$ cat src/rtl/obstacle_pkg.sv
package obstacle_pkg;

    typedef logic [15:0]        obstacle_t;
    typedef logic [2:0]         obstacle_kind_t;
    typedef logic [1:0]         lane_t;
    typedef logic signed [11:0] depth_t;       // far end of the obstacle with msb always 0
    typedef logic signed [15:0] coord_t;
    typedef logic [47:0]        vertex_t;      // {x, y, z}
    typedef logic [15:0]        color_t;
    typedef logic [4:0]         vertex_idx_t;
    typedef logic [4:0]         vertex_cnt_t;
    typedef logic               edge_sel_t;

    // obstacle type field
    localparam obstacle_kind_t KIND_LOW_BARRIER  = 3'd1;
    localparam obstacle_kind_t KIND_HIGH_BARRIER = 3'd2;
    localparam obstacle_kind_t KIND_MID_BARRIER  = 3'd3;
    localparam obstacle_kind_t KIND_TRAIN_CAR    = 3'd4;

    // lane edges in x
    localparam coord_t LEFT_LANE_LEFT   = -128;
    localparam coord_t LEFT_LANE_RIGHT  = -64;
    localparam coord_t MID_LANE_LEFT    = -32;
    localparam coord_t MID_LANE_RIGHT   = 32;
    localparam coord_t RIGHT_LANE_LEFT  = 64;
    localparam coord_t RIGHT_LANE_RIGHT = 128;

    // screen y grows downward
    localparam coord_t Y_GROUND     = 128;
    localparam coord_t Y_MID        = 96;
    localparam coord_t Y_TOP        = 64;
    localparam coord_t MID_BAR_HALF = 8;

    localparam coord_t MIN_Z             = 8;
    localparam coord_t BARRIER_THICKNESS = 32;
    localparam coord_t CAR_LENGTH        = 128;

    localparam vertex_cnt_t BARRIER_VERTS = 5'd6;   // two triangles
    localparam vertex_cnt_t CAR_VERTS     = 5'd24;  // eight triangles

    localparam color_t COLOR_BARRIER   = 16'hF000;
    localparam color_t COLOR_CAR_FRONT = 16'h001F;
    localparam color_t COLOR_CAR_LEFT  = 16'h000F;
    localparam color_t COLOR_CAR_RIGHT = 16'h000A;
    localparam color_t COLOR_CAR_TOP   = 16'h312F;

    // edge selector values
    localparam edge_sel_t EDGE_LEFT  = 1'b0;
    localparam edge_sel_t EDGE_RIGHT = 1'b1;
    localparam edge_sel_t EDGE_BASE  = 1'b0;
    localparam edge_sel_t EDGE_PEAK  = 1'b1;
    localparam edge_sel_t EDGE_NEAR  = 1'b0;
    localparam edge_sel_t EDGE_FAR   = 1'b1;

    typedef enum logic {
        SEQ_IDLE,
        SEQ_GEN
    } seq_state_e;

endpackage

$ cat src/rtl/obstacle_decoder.sv
`timescale 1ns/1ps

module obstacle_decoder (
    input  logic                         clk,
    input  logic                         rst,
    input  obstacle_pkg::obstacle_t      obstacle,
    input  logic                         accept,
    output obstacle_pkg::obstacle_kind_t kind,
    output obstacle_pkg::coord_t         lane_left,
    output obstacle_pkg::coord_t         lane_right,
    output obstacle_pkg::coord_t         y_base,
    output obstacle_pkg::coord_t         y_peak,
    output obstacle_pkg::coord_t         z_near,
    output obstacle_pkg::coord_t         z_far,
    output obstacle_pkg::vertex_cnt_t    shape_len
);
    import obstacle_pkg::*;

    obstacle_kind_t obs_kind;
    lane_t          obs_lane;
    depth_t         obs_depth;
    coord_t         depth_c;
    coord_t         left_c;
    coord_t         right_c;
    coord_t         base_c;
    coord_t         peak_c;
    coord_t         near_c;
    vertex_cnt_t    len_c;

    assign obs_kind  = obstacle[15:13];
    assign obs_lane  = obstacle[12:11];
    assign obs_depth = {1'b0, obstacle[10:0]};
    assign depth_c   = coord_t'(obs_depth);

    always_comb begin
        case (obs_lane)
            2'd0: begin
                left_c  = LEFT_LANE_LEFT;
                right_c = LEFT_LANE_RIGHT;
            end
            2'd1: begin
                left_c  = MID_LANE_LEFT;
                right_c = MID_LANE_RIGHT;
            end
            default: begin  // codes 2 and 3 are both the right lane
                left_c  = RIGHT_LANE_LEFT;
                right_c = RIGHT_LANE_RIGHT;
            end
        endcase
    end

    always_comb begin
        base_c = Y_GROUND;
        peak_c = Y_TOP;
        near_c = depth_c - BARRIER_THICKNESS;
        len_c  = '0;
        case (obs_kind)
            KIND_LOW_BARRIER: begin
                peak_c = Y_MID;
                len_c  = (depth_c < BARRIER_THICKNESS + MIN_Z) ? 5'd0 : BARRIER_VERTS;
            end
            KIND_HIGH_BARRIER: begin
                base_c = Y_MID;
                len_c  = (depth_c < BARRIER_THICKNESS + MIN_Z) ? 5'd0 : BARRIER_VERTS;
            end
            KIND_MID_BARRIER: begin
                base_c = Y_MID + MID_BAR_HALF;
                peak_c = Y_MID - MID_BAR_HALF;
                len_c  = (depth_c < BARRIER_THICKNESS + MIN_Z) ? 5'd0 : BARRIER_VERTS;
            end
            KIND_TRAIN_CAR: begin
                near_c = depth_c - CAR_LENGTH;  // near end may go negative and is clamped later
                len_c  = CAR_VERTS;
            end
            default: len_c = '0;  // nothing to draw
        endcase
    end

    always_ff @(posedge clk) begin
        if (rst) begin
            kind      <= '0;
            shape_len <= '0;
        end else if (accept) begin
            kind      <= obs_kind;
            shape_len <= len_c;
        end
    end

    always_ff @(posedge clk) begin
        if (accept) begin
            lane_left  <= left_c;
            lane_right <= right_c;
            y_base     <= base_c;
            y_peak     <= peak_c;
            z_near     <= near_c;
            z_far      <= depth_c;
        end
    end

endmodule

$ cat src/rtl/shape_table.sv
`timescale 1ns/1ps

module shape_table (
    input  obstacle_pkg::obstacle_kind_t kind,
    input  obstacle_pkg::vertex_idx_t    vertex_idx,
    output obstacle_pkg::edge_sel_t      x_sel,
    output obstacle_pkg::edge_sel_t      y_sel,
    output obstacle_pkg::edge_sel_t      z_sel,
    output obstacle_pkg::color_t         vertex_color
);
    import obstacle_pkg::*;

    vertex_idx_t rel_idx;
    logic [1:0]  face_grp;   // front, left side, right side, top
    logic [2:0]  face_pos;   // 0..5 within the group
    edge_sel_t   front_x;
    edge_sel_t   front_y;
    edge_sel_t   side_y;
    edge_sel_t   side_z;
    edge_sel_t   top_x;
    edge_sel_t   top_z;

    always_comb begin
        if (vertex_idx < 5'd6) begin
            face_grp = 2'd0;
            rel_idx  = vertex_idx;
        end else if (vertex_idx < 5'd12) begin
            face_grp = 2'd1;
            rel_idx  = vertex_idx - 5'd6;
        end else if (vertex_idx < 5'd18) begin
            face_grp = 2'd2;
            rel_idx  = vertex_idx - 5'd12;
        end else begin
            face_grp = 2'd3;
            rel_idx  = vertex_idx - 5'd18;
        end
        face_pos = rel_idx[2:0];
    end

    // recipes for one quad as two triangles
    always_comb begin
        front_x = EDGE_LEFT;
        front_y = EDGE_BASE;
        side_y  = EDGE_PEAK;
        side_z  = EDGE_NEAR;
        top_x   = EDGE_LEFT;
        top_z   = EDGE_NEAR;
        case (face_pos)
            3'd1: begin
                front_x = EDGE_RIGHT;
                side_z  = EDGE_FAR;
                top_x   = EDGE_RIGHT;
            end
            3'd2: begin
                front_y = EDGE_PEAK;
                side_y  = EDGE_BASE;
                top_x   = EDGE_RIGHT;
                top_z   = EDGE_FAR;
            end
            3'd3: begin
                front_x = EDGE_RIGHT;
                side_y  = EDGE_BASE;
                top_x   = EDGE_RIGHT;
                top_z   = EDGE_FAR;
            end
            3'd4: begin
                front_x = EDGE_RIGHT;
                front_y = EDGE_PEAK;
                side_z  = EDGE_FAR;
                top_z   = EDGE_FAR;
            end
            3'd5: begin
                front_y = EDGE_PEAK;
                side_y  = EDGE_BASE;
                side_z  = EDGE_FAR;
            end
            default: ;  // position 0 is the default recipe
        endcase
    end

    always_comb begin
        x_sel        = front_x;
        y_sel        = front_y;
        z_sel        = EDGE_NEAR;
        vertex_color = COLOR_BARRIER;
        if (kind == KIND_TRAIN_CAR) begin
            case (face_grp)
                2'd0: vertex_color = COLOR_CAR_FRONT;
                2'd1: begin
                    x_sel        = EDGE_LEFT;
                    y_sel        = side_y;
                    z_sel        = side_z;
                    vertex_color = COLOR_CAR_LEFT;
                end
                2'd2: begin
                    x_sel        = EDGE_RIGHT;
                    y_sel        = side_y;
                    z_sel        = side_z;
                    vertex_color = COLOR_CAR_RIGHT;
                end
                default: begin
                    x_sel        = top_x;
                    y_sel        = EDGE_PEAK;
                    z_sel        = top_z;
                    vertex_color = COLOR_CAR_TOP;
                end
            endcase
        end
    end

endmodule

$ cat src/rtl/vertex_builder.sv
`timescale 1ns/1ps

module vertex_builder (
    input  logic                    clk,
    input  logic                    emit,
    input  obstacle_pkg::coord_t    lane_left,
    input  obstacle_pkg::coord_t    lane_right,
    input  obstacle_pkg::coord_t    y_base,
    input  obstacle_pkg::coord_t    y_peak,
    input  obstacle_pkg::coord_t    z_near,
    input  obstacle_pkg::coord_t    z_far,
    input  obstacle_pkg::edge_sel_t x_sel,
    input  obstacle_pkg::edge_sel_t y_sel,
    input  obstacle_pkg::edge_sel_t z_sel,
    input  obstacle_pkg::color_t    vertex_color,
    output obstacle_pkg::vertex_t   vertex,
    output obstacle_pkg::color_t    color
);
    import obstacle_pkg::*;

    coord_t x_c;
    coord_t y_c;
    coord_t z_raw;
    coord_t z_c;

    assign x_c   = (x_sel == EDGE_RIGHT) ? lane_right : lane_left;
    assign y_c   = (y_sel == EDGE_PEAK) ? y_peak : y_base;
    assign z_raw = (z_sel == EDGE_FAR) ? z_far : z_near;

    // keep geometry in front of the near plane
    assign z_c = (z_raw < MIN_Z) ? MIN_Z : z_raw;

    always_ff @(posedge clk) begin
        if (emit) begin
            vertex <= {x_c, y_c, z_c};
            color  <= vertex_color;
        end
    end

endmodule

$ cat src/rtl/shape_sequencer.sv
`timescale 1ns/1ps

module shape_sequencer (
    input  logic                      clk,
    input  logic                      rst,
    input  logic                      obstacle_valid,
    input  logic                      done_in,
    input  obstacle_pkg::vertex_cnt_t shape_len,
    output logic                      accept,
    output logic                      emit,
    output obstacle_pkg::vertex_idx_t vertex_idx,
    output logic                      new_triangle,
    output logic                      done_out
);
    import obstacle_pkg::*;

    seq_state_e  state;
    logic        load_q;    // first GEN cycle after the decoder loads
    logic [1:0]  corner;    // 0 = first vertex of a triangle
    vertex_idx_t next_idx;
    logic        last;

    assign accept   = (state == SEQ_IDLE) && obstacle_valid;
    assign emit     = (state == SEQ_GEN) && !load_q && (vertex_idx < shape_len);
    assign next_idx = vertex_idx + 5'd1;
    assign last     = next_idx >= shape_len;  // also true for an empty shape

    always_ff @(posedge clk) begin
        if (rst) begin
            state      <= SEQ_IDLE;
            load_q     <= 1'b0;
            vertex_idx <= '0;
            corner     <= '0;
        end else begin
            case (state)
                SEQ_IDLE: begin
                    if (accept) begin
                        state      <= SEQ_GEN;
                        load_q     <= 1'b1;
                        vertex_idx <= '0;
                        corner     <= '0;
                    end
                end
                SEQ_GEN: begin
                    load_q <= 1'b0;
                    if (emit) begin
                        vertex_idx <= next_idx;
                        corner     <= (corner == 2'd2) ? 2'd0 : corner + 2'd1;
                    end
                    if (!load_q && last) begin
                        state <= SEQ_IDLE;
                    end
                end
                default: state <= SEQ_IDLE;
            endcase
        end
    end

    // lines up with the vertex register in the builder
    always_ff @(posedge clk) begin
        if (rst) begin
            new_triangle <= 1'b0;
            done_out     <= 1'b0;
        end else begin
            new_triangle <= emit && (corner == 2'd0);
            done_out     <= (state == SEQ_IDLE) && done_in;  // held low while generating
        end
    end

endmodule

$ cat src/rtl/triangle_creator.sv
`timescale 1ns/1ps

module triangle_creator (
    input  logic                    clk,
    input  logic                    rst,
    input  obstacle_pkg::obstacle_t obstacle,
    input  logic                    obstacle_valid,
    input  logic                    done_in,
    output obstacle_pkg::vertex_t   vertex,
    output obstacle_pkg::color_t    color,
    output logic                    new_triangle,
    output logic                    done_out
);
    import obstacle_pkg::*;

    logic           accept;
    logic           emit;
    vertex_cnt_t    shape_len;
    vertex_idx_t    vertex_idx;
    obstacle_kind_t kind;
    coord_t         lane_left;
    coord_t         lane_right;
    coord_t         y_base;
    coord_t         y_peak;
    coord_t         z_near;
    coord_t         z_far;
    edge_sel_t      x_sel;
    edge_sel_t      y_sel;
    edge_sel_t      z_sel;
    color_t         vertex_color;

    obstacle_decoder decoder_i (
        .clk        (clk),
        .rst        (rst),
        .obstacle   (obstacle),
        .accept     (accept),
        .kind       (kind),
        .lane_left  (lane_left),
        .lane_right (lane_right),
        .y_base     (y_base),
        .y_peak     (y_peak),
        .z_near     (z_near),
        .z_far      (z_far),
        .shape_len  (shape_len)
    );

    shape_table table_i (
        .kind         (kind),
        .vertex_idx   (vertex_idx),
        .x_sel        (x_sel),
        .y_sel        (y_sel),
        .z_sel        (z_sel),
        .vertex_color (vertex_color)
    );

    vertex_builder builder_i (
        .clk          (clk),
        .emit         (emit),
        .lane_left    (lane_left),
        .lane_right   (lane_right),
        .y_base       (y_base),
        .y_peak       (y_peak),
        .z_near       (z_near),
        .z_far        (z_far),
        .x_sel        (x_sel),
        .y_sel        (y_sel),
        .z_sel        (z_sel),
        .vertex_color (vertex_color),
        .vertex       (vertex),
        .color        (color)
    );

    shape_sequencer sequencer_i (
        .clk            (clk),
        .rst            (rst),
        .obstacle_valid (obstacle_valid),
        .done_in        (done_in),
        .shape_len      (shape_len),
        .accept         (accept),
        .emit           (emit),
        .vertex_idx     (vertex_idx),
        .new_triangle   (new_triangle),
        .done_out       (done_out)
    );

endmodule

$ cat config.mk
export PLATFORM = sky130hd
export DESIGN_NAME = triangle_creator
export DESIGN_NICKNAME = d
export VERILOG_FILES = /design/src/rtl/obstacle_pkg.sv /design/src/rtl/obstacle_decoder.sv /design/src/rtl/shape_table.sv /design/src/rtl/vertex_builder.sv /design/src/rtl/shape_sequencer.sv /design/src/rtl/triangle_creator.sv
export SDC_FILE = /design/constraint.sdc
export NUM_CORES = 1
export LEC_CHECK = 0
export BUFFER_PORTS_ARGS = -buffer_cell sky130_fd_sc_hd__buf_2
export CAP_MARGIN = 20
export CORE_ASPECT_RATIO = 0.5
export CORE_MARGIN = 2
export CORE_UTILIZATION = 48
export DETAILED_ROUTE_END_ITERATION = 16
export GPL_ROUTABILITY_DRIVEN = 0
export PLACE_DENSITY = 0.78
export SYNTH_ARGS = -nofsm -noshare
export SYNTH_HDL_FRONTEND = slang
export SYNTH_SLANG_ARGS = --single-unit
$ cat constraint.sdc
create_clock -name clk -period 2.35 [get_ports clk]
set_input_delay 0.47 -clock clk [delete_from_list [all_inputs] [get_ports clk]]
set_output_delay 0.47 -clock clk [all_outputs]
set_load 0.02 [all_outputs]
==> impl_results.rst <==
.. list-table::
   :header-rows: 1

   * - Metric
     - Value
   * - Outcome
     - finished, violations left
   * - Violations in the final reports
     - setup timing
   * - Synth area leader
     - sky130_fd_sc_hd__edfxtp_1
   * - Hold-fix buffers at CTS
     - 0
   * - Critical path peak fanout
     - 6
   * - Die X
     - 126 um
   * - Post-synth top area share
     - 0.457
   * - Drt total wl
     - 6710 um
   * - Antenna diode count
     - 0
   * - Worst-skew pair later-pin latency
     - 0.33 ns
   * - Synthesis Warnings
     - 0
   * - RSZ-0062 raised after global routing
     - yes
   * - First-pass GRT wire length
     - between 10000 and 15000 um
   * - Die ar.
     - a little over 8000 um^2
   * - Initial Util
     - 0.490
   * - Global route total overflow
     - 0
   * - Core Area
     - 7240 um^2
   * - Number of antenna violations at the first check in global routing
     - 0
   * - Clock tree from TritonCTS
     - done
   * - Utilization after layout
     - 0.601
   * - Endpoints failing hold
     - 0
   * - Floorplan row count
     - 22
   * - Largest net degree at the start of global routing
     - 32
   * - Final Max Tran Viols
     - 0
   * - Detail-routed net length per standard cell
     - 13.7 um
   * - Required time at the endpoint of the critical path
     - approximately 2.4 ns
   * - Async SR Flop Fraction
     - 0
   * - Post-detail-place hpwl
     - around 4700 um
   * - Largest cells by area after synthesis
     - sky130_fd_sc_hd__edfxtp_1, sky130_fd_sc_hd__dfxtp_1, sky130_fd_sc_hd__buf_4, sky130_fd_sc_hd__ha_1, sky130_fd_sc_hd__inv_1
   * - Post-Synthesis Mean Instance Area
     - between 10 and 15 um^2
   * - Tcrit/Tclk final
     - 1.00
   * - Worst hold path type
     - in2reg
   * - Reg-to-reg setup timing slack
     - -0.007 ns
   * - I/O pin count
     - 86
   * - Placed Area
     - a little under 4000 um^2
   * - Layout cell share with drive strength beyond 1
     - 0.327
   * - Die Span Y
     - 64.8 um
   * - Data arrival time of the critical path
     - ~2.4 ns
   * - Synthesized flop and latch total
     - 70
   * - Mux share of post-synthesis cell area
     - 0.0222
   * - DRC viols
     - 0
   * - Highest achievable clock rate
     - 424 MHz
   * - Final Cell Area
     - 4350 um^2
   * - Top cells by count, synth
     - sky130_fd_sc_hd__edfxtp_1, sky130_fd_sc_hd__buf_4, sky130_fd_sc_hd__inv_1, sky130_fd_sc_hd__nand2_1, sky130_fd_sc_hd__nor2_1
   * - Final non-filler cell total
     - 490
   * - Shortest period the worst path allows
     - ~2.4 ns
   * - Vias
     - between 2000 and 2500
   * - Post-synth top flop
     - sky130_fd_sc_hd__edfxtp_1
   * - Aggregate global-route resource usage
     - 0.164
   * - Count of unique library cells instantiated by Yosys
     - 48
   * - Detailed router's first-iteration violation count
     - between 100 and 150
   * - Most used standard cell by instance count after synthesis
     - sky130_fd_sc_hd__edfxtp_1
   * - Buffers from clock root to sink, at most
     - 2
   * - Post-route clock skew
     - 0.00523 ns
   * - Number of buffers created by CTS
     - 9
   * - Launching element type of the critical path
     - register
   * - H-tree depth
     - 3
   * - Share of the synthesized area in compound gates (AO/OA/AOI/OAI)
     - 0.0857
   * - Arithmetic-cell share of the synthesized area counting full adders, half adders and majority gates
     - 0.0529
   * - Final Hold Slack
     - 0.314 ns
   * - Post-synth EDFFs
     - 54
   * - First drt pass iteration count
     - 4
   * - CP Capture Type
     - register
   * - Layout net count
     - 424
   * - Clock transition at the registers of the reported paths
     - 0.06 ns
   * - Total instance count after detailed placement
     - between 400 and 500
   * - Share of synthesized area occupied by flip-flops and latches
     - 0.548
   * - Per-cell via count in the routed design
     - 4.88
   * - Port-buffer cells
     - 64
   * - Number of failing setup endpoints in the final timing report
     - 3
   * - CP Class
     - reg2reg
   * - VDD IR-drop max
     - 0.000469 V
   * - Synth Instances
     - between 300 and 400
   * - Combinational family with the most area after synthesis
     - simple AND/OR/NAND/NOR gates
   * - Cell Pwr Density
     - roughly 750 nW/um^2
   * - Number of global-route vias before repair
     - 2205
   * - Cell at the root of the clock tree
     - sky130_fd_sc_hd__clkbuf_16
   * - Post-DRT Antenna Nets
     - 0
   * - Clock sinks
     - 70
   * - Area of the mapped netlist
     - 3550 um^2
   * - XOR/XNOR Fraction of Synth Area
     - 0.0268
   * - Max-cap violations
     - 0
   * - Lkg Pwr
     - 1.83 nW
   * - Simple-gate share of the synthesized area
     - 0.141
   * - Crit path setup slack, layout
     - -0.00701 ns
   * - Area grow syn2layout
     - 22.8%
   * - TNS Setup
     - -0.0162 ns
[metal layers]
layer,share of wire,up-vias,global-route usage
li1,-,1183,-
met1,0.44,1112,0.194
met2,0.48,88,0.288
met3,0.067,8,0.0462
met4,0.014,0,0.0611
met5,0,-,0
[final cells by class]
class | count | area [um^2]
inverter | 27 | 101
multi-input combinational | 195 | 1340
fill | 594 | 2890
sequential | 70 | 1950
timing repair buffer | 86 | 499
clock inverter | 7 | 121
tap | 96 | 120
clock buffer | 9 | 225
[cell families (layout without fill, tap and decap cells)]
logic type	Yosys count	in the layout
AO/OA/AOI/OAI	47	47
flip-flops	70	70
multiplexers	7	7
AND/OR/NAND/NOR	94	94
XOR/XNOR	10	10
other	1	22
adder cells (fa/ha/maj)	15	15
buffers and inverters	75	129
[cell usage in the layout (no fill, tap or decap), types with 3 or more instances in the layout]
master	count
sky130_fd_sc_hd__nor2_1	22
sky130_fd_sc_hd__o21ai_0	11
sky130_fd_sc_hd__nor4_1	7
sky130_fd_sc_hd__ha_1	12
sky130_fd_sc_hd__buf_2	65
sky130_fd_sc_hd__bufinv_16	3
sky130_fd_sc_hd__nand3_1	5
sky130_fd_sc_hd__and2_1	5
sky130_fd_sc_hd__nand2b_1	5
sky130_fd_sc_hd__edfxtp_1	54
sky130_fd_sc_hd__inv_1	25
sky130_fd_sc_hd__nand2_1	21
sky130_fd_sc_hd__a21oi_1	17
sky130_fd_sc_hd__buf_4	19
sky130_fd_sc_hd__clkbuf_16	9
sky130_fd_sc_hd__mux2_4	4
sky130_fd_sc_hd__nor3_1	5
sky130_fd_sc_hd__dfxtp_1	14
sky130_fd_sc_hd__xnor2_1	7
sky130_fd_sc_hd__nor2b_1	4
sky130_fd_sc_hd__o21ai_1	3
sky130_fd_sc_hd__nand3b_1	7
sky130_fd_sc_hd__conb_1	22
[where the power goes]
part,internal (mW),switching [mW]
Sequential,1.40,0.0293
Combinational,0.0875,0.165
Clock,1.04,0.520
Total,2.53,0.714
[worst paths after layout]
path / from / end / depth (start not counted)
setup / recovery: sequencer_i.vertex_idx[2] / builder_i.vertex[46] / 10
setup reg to reg: sequencer_i.vertex_idx[2] / builder_i.vertex[46] / 10
hold / removal: obstacle[1] / decoder_i.z_near[1] / 1
hold reg to reg: decoder_i.lane_right[5] / builder_i.vertex[37] / 0
[worst max-delay path, stage by stage (launching register included)]
cell,delay [ns]
sky130_fd_sc_hd__dfxtp_4,0.39
sky130_fd_sc_hd__inv_2,0.06
sky130_fd_sc_hd__ha_4,0.15
sky130_fd_sc_hd__nand3b_1,0.15
sky130_fd_sc_hd__o31ai_4,0.10
sky130_fd_sc_hd__buf_4,0.16
sky130_fd_sc_hd__xnor2_4,0.23
sky130_fd_sc_hd__nand2_2,0.08
sky130_fd_sc_hd__or3_4,0.34
sky130_fd_sc_hd__o211ai_4,0.11
sky130_fd_sc_hd__mux2_4,0.32
[state kept, by name (all words and copies together) (netlist names)]
signal and flops:
sequencer_i.corner 2, decoder_i.z_near 12, sequencer_i.new_triangle 1, decoder_i.lane_left 2, decoder_i.z_far 6, decoder_i.shape_len 2, sequencer_i.done_out 1, decoder_i.kind 3
sequencer_i.load_q 1, decoder_i.y_base 3, sequencer_i.state 1, sequencer_i.vertex_idx 5, decoder_i.y_peak 1, decoder_i.lane_right 3, builder_i.vertex 21, builder_i.color 6
[through the flow]
| step | setup WS [ns] | total power [mW] |
|---|---|---|
| CTS | 0.00135 | 3.25 |
| finish | -0.00701 | 3.24 |
| global placement | -0.00883 | 1.69 |
| global route | -0.0935 | 3.34 |
| detailed placement | -0.0749 | 1.70 |
| floorplan | 0.00869 | 1.65 |
[what timing repair did]
| action | in CTS | in global routing |
|---|---|---|
| pin swaps | 2 | 2 |
| buffers inserted | 1 | 0 |
| gates resized for setup | 6 | 11 |
| gates cloned | 0 | 1 |
| setup endpoints to repair | 9 | 14 |
Note: power is estimated with default switching activity, not from simulation.
